$ cat config.mk
export PLATFORM = sky130hd
export DESIGN_NAME = spi_reg_top
export DESIGN_NICKNAME = d
export VERILOG_FILES = /design/src/source/regs_pkg.sv /design/src/source/host_port.sv /design/src/source/reg_arbiter.sv /design/src/source/reg_bank.sv /design/src/source/spi_frame_rx.sv /design/src/source/spi_reg_top.sv
export SDC_FILE = /design/constraint.sdc
export NUM_CORES = 1
export LEC_CHECK = 0
export BUFFER_PORTS_ARGS = -buffer_cell sky130_fd_sc_hd__buf_2
export CAP_MARGIN = 40
export CORE_MARGIN = 2
export CORE_UTILIZATION = 40
export DETAILED_ROUTE_END_ITERATION = 8
export PLACE_DENSITY = 0.68
export SYNTH_ARGS = -nofsm -noshare
export SYNTH_HDL_FRONTEND = slang
export SYNTH_SLANG_ARGS = --single-unit
$ cat constraint.sdc
create_clock -name cs -period 3.2 [get_ports cs]
set_clock_uncertainty 0.15 [all_clocks]
set_input_delay 0.64 -clock cs [delete_from_list [all_inputs] [get_ports cs]]
set_output_delay 0.64 -clock cs [all_outputs]
set_load 0.005 [all_outputs]
$ cat src/source/regs_pkg.sv
/*
  Register map package for the SPI register block.
  Holds the field widths, the frame layout, the operation codes,
  the register indices and their reset values.
  Command byte, MSB first: bit 7 read flag, bits 6..5 operation,
  bits 4..0 register index.
*/
package regs_pkg;

  // field widths.
  localparam int ADDR_W      = 5;   // register index.
  localparam int DATA_W      = 32;  // register payload.

  // frame layout, command byte then pad byte then data.
  localparam int FRAME_BITS  = 48;
  localparam int CMD_BITS    = 8;

  // depth of the pin synchronizers.
  localparam int SYNC_STAGES = 2;

  // update operations carried in the command byte.
  typedef enum logic [1:0] {
    OP_WRITE  = 2'd0,  // replace.
    OP_SET    = 2'd1,  // or in.
    OP_CLEAR  = 2'd2,  // and out.
    OP_TOGGLE = 2'd3   // xor.
  } reg_op_t;

  // register indices.
  localparam logic [ADDR_W-1:0] IDX_LED     = 5'd7;
  localparam logic [ADDR_W-1:0] IDX_SPI_MUX = 5'd8;
  localparam logic [ADDR_W-1:0] IDX_4094    = 5'd9;
  localparam logic [ADDR_W-1:0] IDX_MODE    = 5'd12;
  localparam logic [ADDR_W-1:0] IDX_DIRECT  = 5'd14;

  // alternating pattern on the leds, handy to spot a dead board.
  localparam logic [DATA_W-1:0] RST_LED      = 32'h00aa_aaaa;

  // returned for any index not in the map.
  localparam logic [DATA_W-1:0] FILL_PATTERN = 32'h0f0f_0f0f;

endpackage

$ cat src/source/host_port.sv
/*
  Local host peer.
  Takes a one-cycle command strobe from on-chip logic, runs it as a
  four-phase request to the arbiter and pulses host_done with the result.
*/
`timescale 1ns/1ps

module host_port
  import regs_pkg::*;
(
  input  logic              cs,
  input  logic              rst,
  input  logic              host_valid,
  input  reg_op_t           host_op,
  input  logic [ADDR_W-1:0] host_idx,
  input  logic [DATA_W-1:0] host_wdata,
  input  logic              host_rd,
  output logic              host_busy,
  output logic              host_done,
  output logic [DATA_W-1:0] host_rdata,
  output logic              req,
  output logic              rd,
  output reg_op_t           op,
  output logic [ADDR_W-1:0] idx,
  output logic [DATA_W-1:0] wdata,
  input  logic              ack,
  input  logic [DATA_W-1:0] rdata
);

  typedef enum logic [1:0] {HP_IDLE, HP_REQ, HP_REL} hp_state_t;

  hp_state_t state;

  always_ff @(posedge cs)
  begin
    if (rst)
    begin
      state     <= HP_IDLE;
      req       <= 1'b0;
      host_busy <= 1'b0;
      host_done <= 1'b0;
    end
    else
    begin
      host_done <= 1'b0;  // single cycle pulse.
      case (state)
        HP_IDLE:
          if (host_valid)
          begin
            req       <= 1'b1;
            host_busy <= 1'b1;
            state     <= HP_REQ;
          end
        HP_REQ:
          if (ack)
          begin
            req   <= 1'b0;
            state <= HP_REL;
          end
        HP_REL:
          if (!ack)
          begin
            host_busy <= 1'b0;
            host_done <= 1'b1;  // result already in host_rdata.
            state     <= HP_IDLE;
          end
        default: state <= HP_IDLE;
      endcase
    end
  end

  // command latch and result capture.
  always_ff @(posedge cs)
  begin
    if (state == HP_IDLE && host_valid)
    begin
      op    <= host_op;
      idx   <= host_idx;
      wdata <= host_wdata;
      rd    <= host_rd;
    end
    if (state == HP_REQ && ack)
      host_rdata <= rdata;
  end

endmodule

$ cat src/source/reg_arbiter.sv
/*
  Round-robin arbiter for the register bank.
  Grants one peer at a time, puts its request on the bank for a single
  acc_en cycle and answers with ack and read data until the peer lets go
  of req. Under contention the peer not served last wins.
*/
`timescale 1ns/1ps

module reg_arbiter
  import regs_pkg::*;
(
  input  logic              cs,
  input  logic              rst,
  input  logic              spi_req,
  input  logic              spi_rd,
  input  reg_op_t           spi_op,
  input  logic [ADDR_W-1:0] spi_idx,
  input  logic [DATA_W-1:0] spi_wdata,
  output logic              spi_ack,
  output logic [DATA_W-1:0] spi_rdata,
  input  logic              host_req,
  input  logic              host_rd,
  input  reg_op_t           host_op,
  input  logic [ADDR_W-1:0] host_idx,
  input  logic [DATA_W-1:0] host_wdata,
  output logic              host_ack,
  output logic [DATA_W-1:0] host_rdata,
  output logic              acc_en,
  output logic              acc_rd,
  output reg_op_t           acc_op,
  output logic [ADDR_W-1:0] acc_idx,
  output logic [DATA_W-1:0] acc_wdata,
  input  logic [DATA_W-1:0] acc_rdata
);

  typedef enum logic [1:0] {AR_IDLE, AR_ACCESS, AR_ACK} ar_state_t;

  ar_state_t         state;
  logic              sel_host;   // granted peer, also the one served last.
  logic              ack_q;
  logic              fresh;      // bank data arrives this cycle.
  logic [DATA_W-1:0] rdata_q;
  logic [DATA_W-1:0] rdata_out;
  logic              gnt_req;

  assign gnt_req = sel_host ? host_req : spi_req;

  always_ff @(posedge cs)
  begin
    if (rst)
    begin
      state    <= AR_IDLE;
      sel_host <= 1'b0;
      ack_q    <= 1'b0;
      fresh    <= 1'b0;
    end
    else
    begin
      fresh <= acc_en;
      case (state)
        AR_IDLE:
          if (spi_req || host_req)
          begin
            // both waiting, take the other one this time.
            sel_host <= host_req && (!spi_req || !sel_host);
            state    <= AR_ACCESS;
          end
        AR_ACCESS:
        begin
          ack_q <= 1'b1;  // bank data valid next cycle.
          state <= AR_ACK;
        end
        AR_ACK:
          if (!gnt_req)
          begin
            ack_q <= 1'b0;
            state <= AR_IDLE;
          end
        default: state <= AR_IDLE;
      endcase
    end
  end

  // hold the bank answer for the rest of the handshake.
  always_ff @(posedge cs)
  begin
    if (fresh)
      rdata_q <= acc_rdata;
  end

  assign rdata_out = fresh ? acc_rdata : rdata_q;

  // granted peer onto the bank.
  assign acc_en    = (state == AR_ACCESS);
  assign acc_rd    = sel_host ? host_rd    : spi_rd;
  assign acc_op    = sel_host ? host_op    : spi_op;
  assign acc_idx   = sel_host ? host_idx   : spi_idx;
  assign acc_wdata = sel_host ? host_wdata : spi_wdata;

  assign spi_ack    = ack_q & ~sel_host;
  assign host_ack   = ack_q & sel_host;
  assign spi_rdata  = rdata_out;  // qualified by spi_ack.
  assign host_rdata = rdata_out;

endmodule

$ cat src/source/reg_bank.sv
/*
  Control register bank.
  Five 32-bit registers with write, set, clear and toggle updates, and a
  registered read mux that returns the fill pattern for unknown indices.
  Each register is also a port of the block.
*/
`timescale 1ns/1ps

module reg_bank
  import regs_pkg::*;
(
  input  logic              cs,
  input  logic              rst,
  input  logic              acc_en,
  input  logic              acc_rd,
  input  reg_op_t           acc_op,
  input  logic [ADDR_W-1:0] acc_idx,
  input  logic [DATA_W-1:0] acc_wdata,
  output logic [DATA_W-1:0] acc_rdata,
  output logic [DATA_W-1:0] reg_led,
  output logic [DATA_W-1:0] reg_spi_mux,
  output logic [DATA_W-1:0] reg_4094,
  output logic [DATA_W-1:0] reg_mode,
  output logic [DATA_W-1:0] reg_direct
);

  logic [DATA_W-1:0] cur_val;   // addressed register.
  logic [DATA_W-1:0] next_val;  // its updated value.
  logic              wr_en;

  // set/clear/toggle as masks, clear wins over set.
  function automatic logic [DATA_W-1:0] apply_op(
    input logic [DATA_W-1:0] cur,
    input reg_op_t           op,
    input logic [DATA_W-1:0] val
  );
    logic [DATA_W-1:0] set_m;
    logic [DATA_W-1:0] clr_m;
    logic [DATA_W-1:0] tgl_m;
    set_m = '0;
    clr_m = '0;
    tgl_m = '0;
    case (op)
      OP_WRITE:
      begin
        set_m = val;   // ones in.
        clr_m = ~val;  // zeros in.
      end
      OP_SET:    set_m = val;
      OP_CLEAR:  clr_m = val;
      OP_TOGGLE: tgl_m = val;
      default:   tgl_m = '0;
    endcase
    return ((cur | set_m) & ~clr_m) ^ tgl_m;
  endfunction

  // read mux, also the source of the update.
  always_comb
  begin
    case (acc_idx)
      IDX_LED:     cur_val = reg_led;
      IDX_SPI_MUX: cur_val = reg_spi_mux;
      IDX_4094:    cur_val = reg_4094;
      IDX_MODE:    cur_val = reg_mode;
      IDX_DIRECT:  cur_val = reg_direct;
      default:     cur_val = FILL_PATTERN;
    endcase
  end

  assign next_val = apply_op(cur_val, acc_op, acc_wdata);
  assign wr_en    = acc_en & ~acc_rd;  // rd set means read, whatever the op.

  always_ff @(posedge cs)
  begin
    if (rst)
    begin
      reg_led     <= RST_LED;
      reg_spi_mux <= '0;  // no spi device selected.
      reg_4094    <= '0;
      reg_mode    <= '0;
      reg_direct  <= '0;
    end
    else if (wr_en)
    begin
      case (acc_idx)
        IDX_LED:     reg_led     <= next_val;
        IDX_SPI_MUX: reg_spi_mux <= next_val;
        IDX_4094:    reg_4094    <= next_val;
        IDX_MODE:    reg_mode    <= next_val;
        IDX_DIRECT:  reg_direct  <= next_val;
        default:     ;  // unknown index, dropped.
      endcase
    end
  end

  // value before any update of the same cycle.
  always_ff @(posedge cs)
  begin
    if (acc_en)
      acc_rdata <= cur_val;
  end

endmodule

$ cat src/source/spi_frame_rx.sv
/*
  SPI target front end.
  Samples sclk, ss_n and mosi into the cs domain, counts the bits of a
  48-bit frame and decodes the command byte. Issues a read request after
  the command byte and a write request when a full frame closes. Read
  data goes out on miso MSB first from bit 16 on.
*/
`timescale 1ns/1ps

module spi_frame_rx
  import regs_pkg::*;
(
  input  logic              cs,
  input  logic              rst,
  input  logic              sclk,
  input  logic              ss_n,
  input  logic              mosi,
  output logic              miso,
  output logic              req,
  output logic              rd,
  output reg_op_t           op,
  output logic [ADDR_W-1:0] idx,
  output logic [DATA_W-1:0] wdata,
  input  logic              ack,
  input  logic [DATA_W-1:0] rdata
);

  typedef enum logic [1:0] {HS_IDLE, HS_REQ, HS_REL} hs_state_t;

  logic [SYNC_STAGES-1:0]      sclk_q;
  logic [SYNC_STAGES-1:0]      ss_q;
  logic [SYNC_STAGES-1:0]      mosi_q;
  logic                        sclk_d;
  logic                        ss_d;
  logic                        sclk_rise;
  logic                        sclk_fall;
  logic                        ss_high;
  logic                        ss_rise;
  logic [$clog2(FRAME_BITS):0] bit_cnt;   // saturates, so long frames never alias 48.
  logic [FRAME_BITS-1:0]       in_sr;
  logic [DATA_W-1:0]           out_sr;
  logic                        cmd_pulse;  // command byte complete in in_sr.
  logic                        cmd_new;    // command fields latched.
  logic                        cmd_rd;
  reg_op_t                     cmd_op;
  logic [ADDR_W-1:0]           cmd_idx;
  logic                        start_rd;
  logic                        start_wr;
  hs_state_t                   hs_state;

  // pin synchronizers, chip select idles high.
  always_ff @(posedge cs)
  begin
    if (rst)
    begin
      sclk_q <= '0;
      ss_q   <= '1;
      mosi_q <= '0;
      sclk_d <= 1'b0;
      ss_d   <= 1'b1;
    end
    else
    begin
      sclk_q <= {sclk_q[SYNC_STAGES-2:0], sclk};
      ss_q   <= {ss_q[SYNC_STAGES-2:0], ss_n};
      mosi_q <= {mosi_q[SYNC_STAGES-2:0], mosi};
      sclk_d <= sclk_q[SYNC_STAGES-1];
      ss_d   <= ss_q[SYNC_STAGES-1];
    end
  end

  assign sclk_rise = sclk_q[SYNC_STAGES-1] & ~sclk_d;
  assign sclk_fall = ~sclk_q[SYNC_STAGES-1] & sclk_d;
  assign ss_high   = ss_q[SYNC_STAGES-1];
  assign ss_rise   = ss_high & ~ss_d;  // end of frame.

  // bit counter and shift registers, held clear while deselected.
  always_ff @(posedge cs)
  begin
    if (rst || ss_high)
    begin
      bit_cnt   <= '0;
      in_sr     <= '0;
      out_sr    <= '0;
      miso      <= 1'b0;
      cmd_pulse <= 1'b0;
    end
    else
    begin
      cmd_pulse <= 1'b0;
      if (sclk_rise)
      begin
        in_sr <= {in_sr[FRAME_BITS-2:0], mosi_q[SYNC_STAGES-1]};  // msb first.
        if (bit_cnt != '1)
          bit_cnt <= bit_cnt + 1'b1;
        cmd_pulse <= (bit_cnt == CMD_BITS - 1);  // 8th bit arriving.
      end
      // pad byte gives time to fetch the data.
      if (hs_state == HS_REQ && ack && rd)
        out_sr <= rdata;
      else if (sclk_fall && bit_cnt >= 2 * CMD_BITS)
      begin
        miso   <= out_sr[DATA_W-1];
        out_sr <= {out_sr[DATA_W-2:0], 1'b0};  // zero fill.
      end
    end
  end

  // command byte fields, payload only.
  always_ff @(posedge cs)
  begin
    if (cmd_pulse)
    begin
      cmd_op  <= reg_op_t'(in_sr[CMD_BITS-2 -: 2]);
      cmd_idx <= in_sr[ADDR_W-1:0];
    end
  end

  assign start_rd = cmd_new & cmd_rd;
  // bit_cnt still holds the old count on the ss rise cycle.
  assign start_wr = ss_rise && (bit_cnt == FRAME_BITS) && !cmd_rd;

  // four-phase handshake toward the arbiter.
  always_ff @(posedge cs)
  begin
    if (rst)
    begin
      hs_state <= HS_IDLE;
      req      <= 1'b0;
      rd       <= 1'b0;
      cmd_rd   <= 1'b0;
      cmd_new  <= 1'b0;
    end
    else
    begin
      cmd_new <= cmd_pulse;
      if (cmd_pulse)
        cmd_rd <= in_sr[CMD_BITS-1];  // 1 means read.
      case (hs_state)
        HS_IDLE:
          if (start_rd || start_wr)
          begin
            req      <= 1'b1;
            rd       <= start_rd;
            hs_state <= HS_REQ;
          end
        HS_REQ:
          if (ack)
          begin
            req      <= 1'b0;  // data taken.
            hs_state <= HS_REL;
          end
        HS_REL:
          if (!ack)
            hs_state <= HS_IDLE;
        default: hs_state <= HS_IDLE;
      endcase
    end
  end

  // request payload, stable while req is high.
  always_ff @(posedge cs)
  begin
    if (hs_state == HS_IDLE && (start_rd || start_wr))
    begin
      op    <= cmd_op;
      idx   <= cmd_idx;
      wdata <= in_sr[DATA_W-1:0];  // low 32 bits of the frame.
    end
  end

endmodule

$ cat src/source/spi_reg_top.sv
/*
  SPI register block top.
  The SPI front end and the local host port share the register bank
  through a round-robin arbiter. Register ports come straight from the bank.
*/
`timescale 1ns/1ps

module spi_reg_top
  import regs_pkg::*;
(
  input  logic              cs,
  input  logic              rst,
  input  logic              sclk,
  input  logic              ss_n,
  input  logic              mosi,
  output logic              miso,
  input  logic              host_valid,
  input  reg_op_t           host_op,
  input  logic [ADDR_W-1:0] host_idx,
  input  logic [DATA_W-1:0] host_wdata,
  input  logic              host_rd,
  output logic              host_busy,
  output logic              host_done,
  output logic [DATA_W-1:0] host_rdata,
  output logic [DATA_W-1:0] reg_led,
  output logic [DATA_W-1:0] reg_spi_mux,
  output logic [DATA_W-1:0] reg_4094,
  output logic [DATA_W-1:0] reg_mode,
  output logic [DATA_W-1:0] reg_direct
);

  // spi peer channel.
  logic              spi_req;
  logic              spi_rd;
  reg_op_t           spi_op;
  logic [ADDR_W-1:0] spi_idx;
  logic [DATA_W-1:0] spi_wdata;
  logic              spi_ack;
  logic [DATA_W-1:0] spi_rdata;

  // host peer channel.
  logic              hp_req;
  logic              hp_rd;
  reg_op_t           hp_op;
  logic [ADDR_W-1:0] hp_idx;
  logic [DATA_W-1:0] hp_wdata;
  logic              hp_ack;
  logic [DATA_W-1:0] hp_rdata;

  // bank access.
  logic              acc_en;
  logic              acc_rd;
  reg_op_t           acc_op;
  logic [ADDR_W-1:0] acc_idx;
  logic [DATA_W-1:0] acc_wdata;
  logic [DATA_W-1:0] acc_rdata;

  spi_frame_rx spi_rx0 (
    .cs    (cs),
    .rst   (rst),
    .sclk  (sclk),
    .ss_n  (ss_n),
    .mosi  (mosi),
    .miso  (miso),
    .req   (spi_req),
    .rd    (spi_rd),
    .op    (spi_op),
    .idx   (spi_idx),
    .wdata (spi_wdata),
    .ack   (spi_ack),
    .rdata (spi_rdata)
  );

  host_port host0 (
    .cs         (cs),
    .rst        (rst),
    .host_valid (host_valid),
    .host_op    (host_op),
    .host_idx   (host_idx),
    .host_wdata (host_wdata),
    .host_rd    (host_rd),
    .host_busy  (host_busy),
    .host_done  (host_done),
    .host_rdata (host_rdata),
    .req        (hp_req),
    .rd         (hp_rd),
    .op         (hp_op),
    .idx        (hp_idx),
    .wdata      (hp_wdata),
    .ack        (hp_ack),
    .rdata      (hp_rdata)
  );

  reg_arbiter arb0 (
    .cs         (cs),
    .rst        (rst),
    .spi_req    (spi_req),
    .spi_rd     (spi_rd),
    .spi_op     (spi_op),
    .spi_idx    (spi_idx),
    .spi_wdata  (spi_wdata),
    .spi_ack    (spi_ack),
    .spi_rdata  (spi_rdata),
    .host_req   (hp_req),
    .host_rd    (hp_rd),
    .host_op    (hp_op),
    .host_idx   (hp_idx),
    .host_wdata (hp_wdata),
    .host_ack   (hp_ack),
    .host_rdata (hp_rdata),
    .acc_en     (acc_en),
    .acc_rd     (acc_rd),
    .acc_op     (acc_op),
    .acc_idx    (acc_idx),
    .acc_wdata  (acc_wdata),
    .acc_rdata  (acc_rdata)
  );

  reg_bank bank0 (
    .cs          (cs),
    .rst         (rst),
    .acc_en      (acc_en),
    .acc_rd      (acc_rd),
    .acc_op      (acc_op),
    .acc_idx     (acc_idx),
    .acc_wdata   (acc_wdata),
    .acc_rdata   (acc_rdata),
    .reg_led     (reg_led),
    .reg_spi_mux (reg_spi_mux),
    .reg_4094    (reg_4094),
    .reg_mode    (reg_mode),
    .reg_direct  (reg_direct)
  );

endmodule
# Yosys cells after proc, flatten, opt, wreduce, memory -nomap -nowiden
# Index checks and enable logic that the tools add are counted.
# word_totals
latch_bits	0
mem_count	0
romBits	0
input_bits	46
regBits	439
mem_bits_rw	0
# classes
n_reduce_logical	44
addsub	1
n_shift	0
n_mul	0
bitwise_logic	20
n_div	0
muxes	34
eq_ne	25
magnitude_cmp	1
# op_table
op	n
32-bit two-way mux	6
32-bit case mux with 5 select lines	1
32-bit inverter	2
32-bit case mux with 2 select lines	1
32-bit bitwise AND	1
32-bit OR	1
32-bit bitwise XOR	1
2-bit AND reduction	11
5-bit by 4-bit == test with 1-bit output (second input constant)	4
2-bit two-way mux	9
2-bit case mux with 3 select lines	3
3-bit AND reduction	5
2-bit == test (second input constant)	5
2-bit nonzero test	5
1-bit logical AND	9
1-bit two-way mux	9
2-bit by 1-bit == test with 1-bit output (second input constant)	4
2-bit zero test	4
2-bit by 1-bit inequality test with 1-bit output (second input constant)	4
2-bit inequality test (second input constant)	4
1-bit inverter	8
1-bit case mux with 2 select lines	4
7-bit by 1-bit adder with 7-bit output (second input constant)	1
1-bit bitwise AND	7
other kinds (9)	16

# Depth between registers and ports, before layout
# logic_depth
ltp_word	7
mapped_depth	12
mapped_depth_nobuf	7

# Cells and area by module
# A second synthesis with hierarchy kept.
# unflattened
cells_unflattened	1715
hier_area_um2	18541.5
# modules_own_cells
mod	instances	cells_per_inst	area_each_um2
reg_bank	1	1028	9444.1
spi_frame_rx	1	422	4724.5
host_port	1	93	2364.8
reg_arbiter	1	172	2008.2

# Worst setup path before layout
# Ideal clock, no wire load.
# synth_timing
path_kind	input to register
start	in host_valid
end	reg host0.idx[0], enable pin
path_stages	2
t_arrival_ns	2.633
setup_time_ns	0.444
required_ns	2.606
path_slack_ns	-0.027
cell_sequence	nor2b_1 nor2b_1
# synth_via
elab_chain_cells	1
# synth_rtl
item	line_no	text
start, declared	spi_reg_top.sv:17	input logic host_valid,
1-bit logical AND	host_port.sv:75	if (state == HP_IDLE && host_valid)
end signal, assigned	host_port.sv:78	idx <= host_idx;
end, declared	host_port.sv:24	output logic [ADDR_W-1:0] idx,
# No other way between the ends.
# A chain may end at the register's enable or synchronous reset.

# Final worst setup path
# layout_timing
start	reg arb0.sel_host
end	reg bank0.reg_mode[15]
# layout_via
elab_chain_cells	7
elab_cells_between_ends	26
# layout_rtl
item	line_no	text
start, declared	reg_arbiter.sv:39	logic sel_host;
start signal, assigned	reg_arbiter.sv:65	sel_host <= host_req && (!spi_req || !sel_host);
branches (longest 7 deep; another with 32-bit case mux with 5 select lines)	n/a	
end signal, assigned	reg_bank.sv:89	IDX_MODE: reg_mode <= next_val;
end, declared	reg_bank.sv:23	output logic [DATA_W-1:0] reg_mode,
# Parallel ways; which one is timed is not known.

==> results.md <==
- The routed layout has 14970 vias.
- After detailed routing, the total wire length is 58.03 mm.
- In this run the tightest slew margin relative to its limit is 0.4621.
- The width of the chip is 217.9 um.
- STA classifies the critical path startpoint as a flop.
- The commonest cells after synthesis are sky130_fd_sc_hd__dfxtp_1 (289), sky130_fd_sc_hd__nand2_1 (161), sky130_fd_sc_hd__edfxtp_1 (150).
- The register clock-pin slew on the reported worst setup and hold paths is 0.06 ns.
- The final-report hold violation count was 0.
- The number of port buffers is 240.
- Clock latency on the worst-skew pair, taken at its later pin, is 0.58 ns.
- Counting instances, the worst hold path has a depth of 1.
- The post-synthesis instance area is 0.01831 mm^2.
- The layer flagged by global routing as most heavily used is met2.
- The minimum hold slack is 0.08747 ns.
- In the global route stage, overall resource usage came out at 0.2396.
- After synthesis, the share of flip-flops with an asynchronous set or reset is 0.
- The routed design could run at a clock period as short as 3.021 ns.
- The wire-length estimate of the detail-placed layout is 41.58 mm.
- Of the post-synthesis cell area, the dominant cell type holds 0.3160.
- The number of enable flip-flop cells after synthesis is 150.
- Once layout is complete, the utilization of the core stands at 0.4872.
- Setup violations remaining at the end of the flow were counted as 0.
- Yosys printed 0 warnings.
- The number of clock sinks is 439.
- The worst setup path is of the flop to flop kind.
- The endpoint identified for the worst register-to-register timing path is bank0.reg_mode[15].
- The average instance in the mapped netlist occupies 10.81 um^2.
- Measured in cells, the most critical reg-to-reg path has a length of 7.
- The number of max-slew violations in the final report is 0.
- The number of global-route vias before repair is 14040.
- The static leakage is 8.168 nW.
- The reg-to-reg setup timing slack is 0.18 ns.
- At the worst endpoint, the arrival time is 3.31 ns.
- The post-cts repair resize count is 0.
- The final sum of negative setup slack is 0 ns.
- The H-tree was split into 2 levels.
- The area of the die is 0.04750 mm^2.
- Entering global routing, the biggest net connects 66 pins.
- The initial antenna violation count was 0.
- The power per standard cell area is 562.0 mW/mm^2.
- After floorplanning, the core was divided into 78 placement rows.
- At the pin with the least slew margin, the transition time is 0.7984 ns.
- The initial core utilization is 0.4043.
- The remaining global-route overflow is 0.
- The endpoint required time on the critical path is 3.49 ns.
- In the final routed layout, each cell accounts on average for 22.54 um.
- Setup repair after global routing left no endpoint under its margin.
- By area the synthesized netlist is led by sky130_fd_sc_hd__dfxtp_1 (32%), sky130_fd_sc_hd__edfxtp_1 (25%), sky130_fd_sc_hd__mux2i_1 (5.5%).
- The via density per instance is 5.812.
- IR analysis of the VDD net gives a maximum drop of 0.0003694 V.
- The TritonCTS clock tree is built.
- The total nets after synthesis is 1742.
- The most instantiated flip-flop cell in the synthesis netlist is sky130_fd_sc_hd__dfxtp_1.
- The share of post-route cells with drive strength above 1 is 0.2380.
- For this run, global-route usage on met3 was measured as 0.03501.
- The slowest stage of the critical path belongs to the cell sky130_fd_sc_hd__a222oi_1.
- The layout-stage area growth over the synthesis result is 20.50%.
- The multi-input gate area in the final layout is 0.007463 mm^2.
- The number of max-cap violations is 0.
- After the last flow step, the layout net total stands at 1986.
- The source of the worst register-to-register timing path is arb0.sel_host.
- Traced cell by cell, the critical path runs through mux2i_4 > buf_4 > mux2i_1 > o2bb2ai_1 > a222oi_1 > nor3_1 > a2111oi_0.
- The clock passes through at most 3 buffers.
- The placeable core region is 0.04528 mm^2.
- The number of placed I/O pins is 241.
- The startpoint of the tightest hold check path is host_wdata[23].
- The final estimated routing congestion in global placement is 0.9007.
- Registers take 0.01029 mm^2.
- After detailed routing, the number of remaining DRC violations is 0.
- The root buffer cell is sky130_fd_sc_hd__clkbuf_16.
- The repair_antennas step left the layout with diodes totalling 0.
- The critical path capture point type is a flop.
- The share of the Yosys chip area taken by registers is 0.5621.
- The post-CTS repair timing setup buffer count is 0.
- After synthesis the netlist holds a flip-flop and latch count of 439.
- Timing would allow up to 331.0 MHz.
- For this run, global-route usage on met2 was measured as 0.3741.
- The die height is 217.9 um.
- The class of the tightest hold or removal check is input port to flop.
- The run finished with clean final reports.
- The destination of the worst hold path is host0.wdata[23].
- Dividing the final minimum period by the clock period gives 0.9441.
- The global routing usage on met1 is 0.3379.
- Of all nets on the critical path, the largest fanout is 26.
- The number of cells produced by synthesis is 1694.
- The detailed router's first-iteration violation count is 1680.
- The first-pass detailed-route iteration total is 6.
- The cell type with the largest total area after synthesis is sky130_fd_sc_hd__dfxtp_1.
- The final antenna-violating net count is 0.
- On the worst path, the slowest cell contributes a delay of 0.65 ns.
- The most frequent cell after synthesis is sky130_fd_sc_hd__dfxtp_1.
- The quantity of hold-fixing buffers added after cts is 0.
- In this run, distinct cell masters in the synthesized netlist total 73.
- The first global-routing pass estimated 86.82 mm of wire.
- TritonCTS created 46 clock buffers.
- The number of filler cells placed in the layout is 4182.
[cell usage in the layout, fill, tap and decap left out, drive strengths merged, types with 44 or more instances in the layout]
master	n
buf	323
dfxtp	289
nand2	161
edfxtp	150
nor2	136
a21oi	123
mux2i	100
clkbuf	68
or3	56
a211oi	56
mux2	44
[stage by stage]
stage          instance area (um^2)  total power [mW]  std cells  worst slack (ns)
2_1_floorplan                 18310             6.664       1694            0.2630
3_5_place_dp                  20480             6.970       2490            0.2887
3_3_place_gp                  20470             6.948       2488            0.3322
6_report                      22060             12.40       2575            0.1788
4_1_cts                       22060             12.46       2575            0.2208
5_1_grt                       22060             12.77       2575           0.02239
[how the worst max path moves through the flow]
| stage | depth (start not counted) | to | start |
|---|---|---|---|
| 5_1_grt | 7 | bank0.reg_mode[15] | arb0.sel_host |
| 3_3_place_gp | 7 | bank0.reg_direct[0] | arb0.sel_host |
| 2_1_floorplan | 9 | host0.host_rdata[0] | arb0.sel_host |
| 4_1_cts | 7 | bank0.reg_mode[15] | arb0.sel_host |
| 3_5_place_dp | 7 | bank0.reg_spi_mux[3] | arb0.sel_host |
| 6_report | 7 | bank0.reg_mode[15] | arb0.sel_host |
[cell type report]
| cell class | count | share of cell area |
|---|---|---|
| Sequential cell | 439 | 0.4666 |
| Multi-Input combinational cell | 1111 | 0.3383 |
| Timing Repair Buffer | 323 | 0.08667 |
| Clock buffer | 68 | 0.06301 |
| Tap cell | 600 | 0.03403 |
| Clock inverter | 17 | 0.008451 |
| Inverter | 17 | 0.002893 |
[cell families after synthesis]
logic type,after synthesis,share of synthesized area
compound gates,425,0.1678
xor+xnor,9,0.004306
fa+ha+maj,2,0.001367
buf+inv,144,0.03342
flops,439,0.5621
mux,144,0.08174
simple gates,531,0.1493
[layer usage]
layer,up-vias,wire [um]
met5,-,0
met4,0,1971
met3,117,4290
met2,712,26350
met1,7278,25420
li1,6859,-
[flip-flops by register name, summed over array words and instances, names as in the netlist, 5 cells and up]
register	count
arb0.rdata_q	32
bank0.acc_rdata	32
bank0.reg_4094	32
bank0.reg_direct	32
bank0.reg_led	32
bank0.reg_mode	32
bank0.reg_spi_mux	32
host0.host_rdata	32
host0.idx	5
host0.wdata	32
spi_rx0.bit_cnt	7
spi_rx0.cmd_idx	5
spi_rx0.idx	5
spi_rx0.in_sr	32
spi_rx0.out_sr	32
spi_rx0.wdata	32
[power breakdown]
group          switching [mW]  internal (mW)
Combinational           0.514          0.291
Sequential             0.0761           5.98
Clock                    2.21           3.33
Total                    2.80           9.60
[critical path: cells and delay by family, from the launching register on]
kind	cells	cell delay, ns
flip-flops	1	0.53
multiplexers	2	0.57
AO/OA/AOI/OAI	3	1.21
AND/OR/NAND/NOR	1	0.13
buffers and inverters	1	0.28
Power figures use the tool's default switching activity.
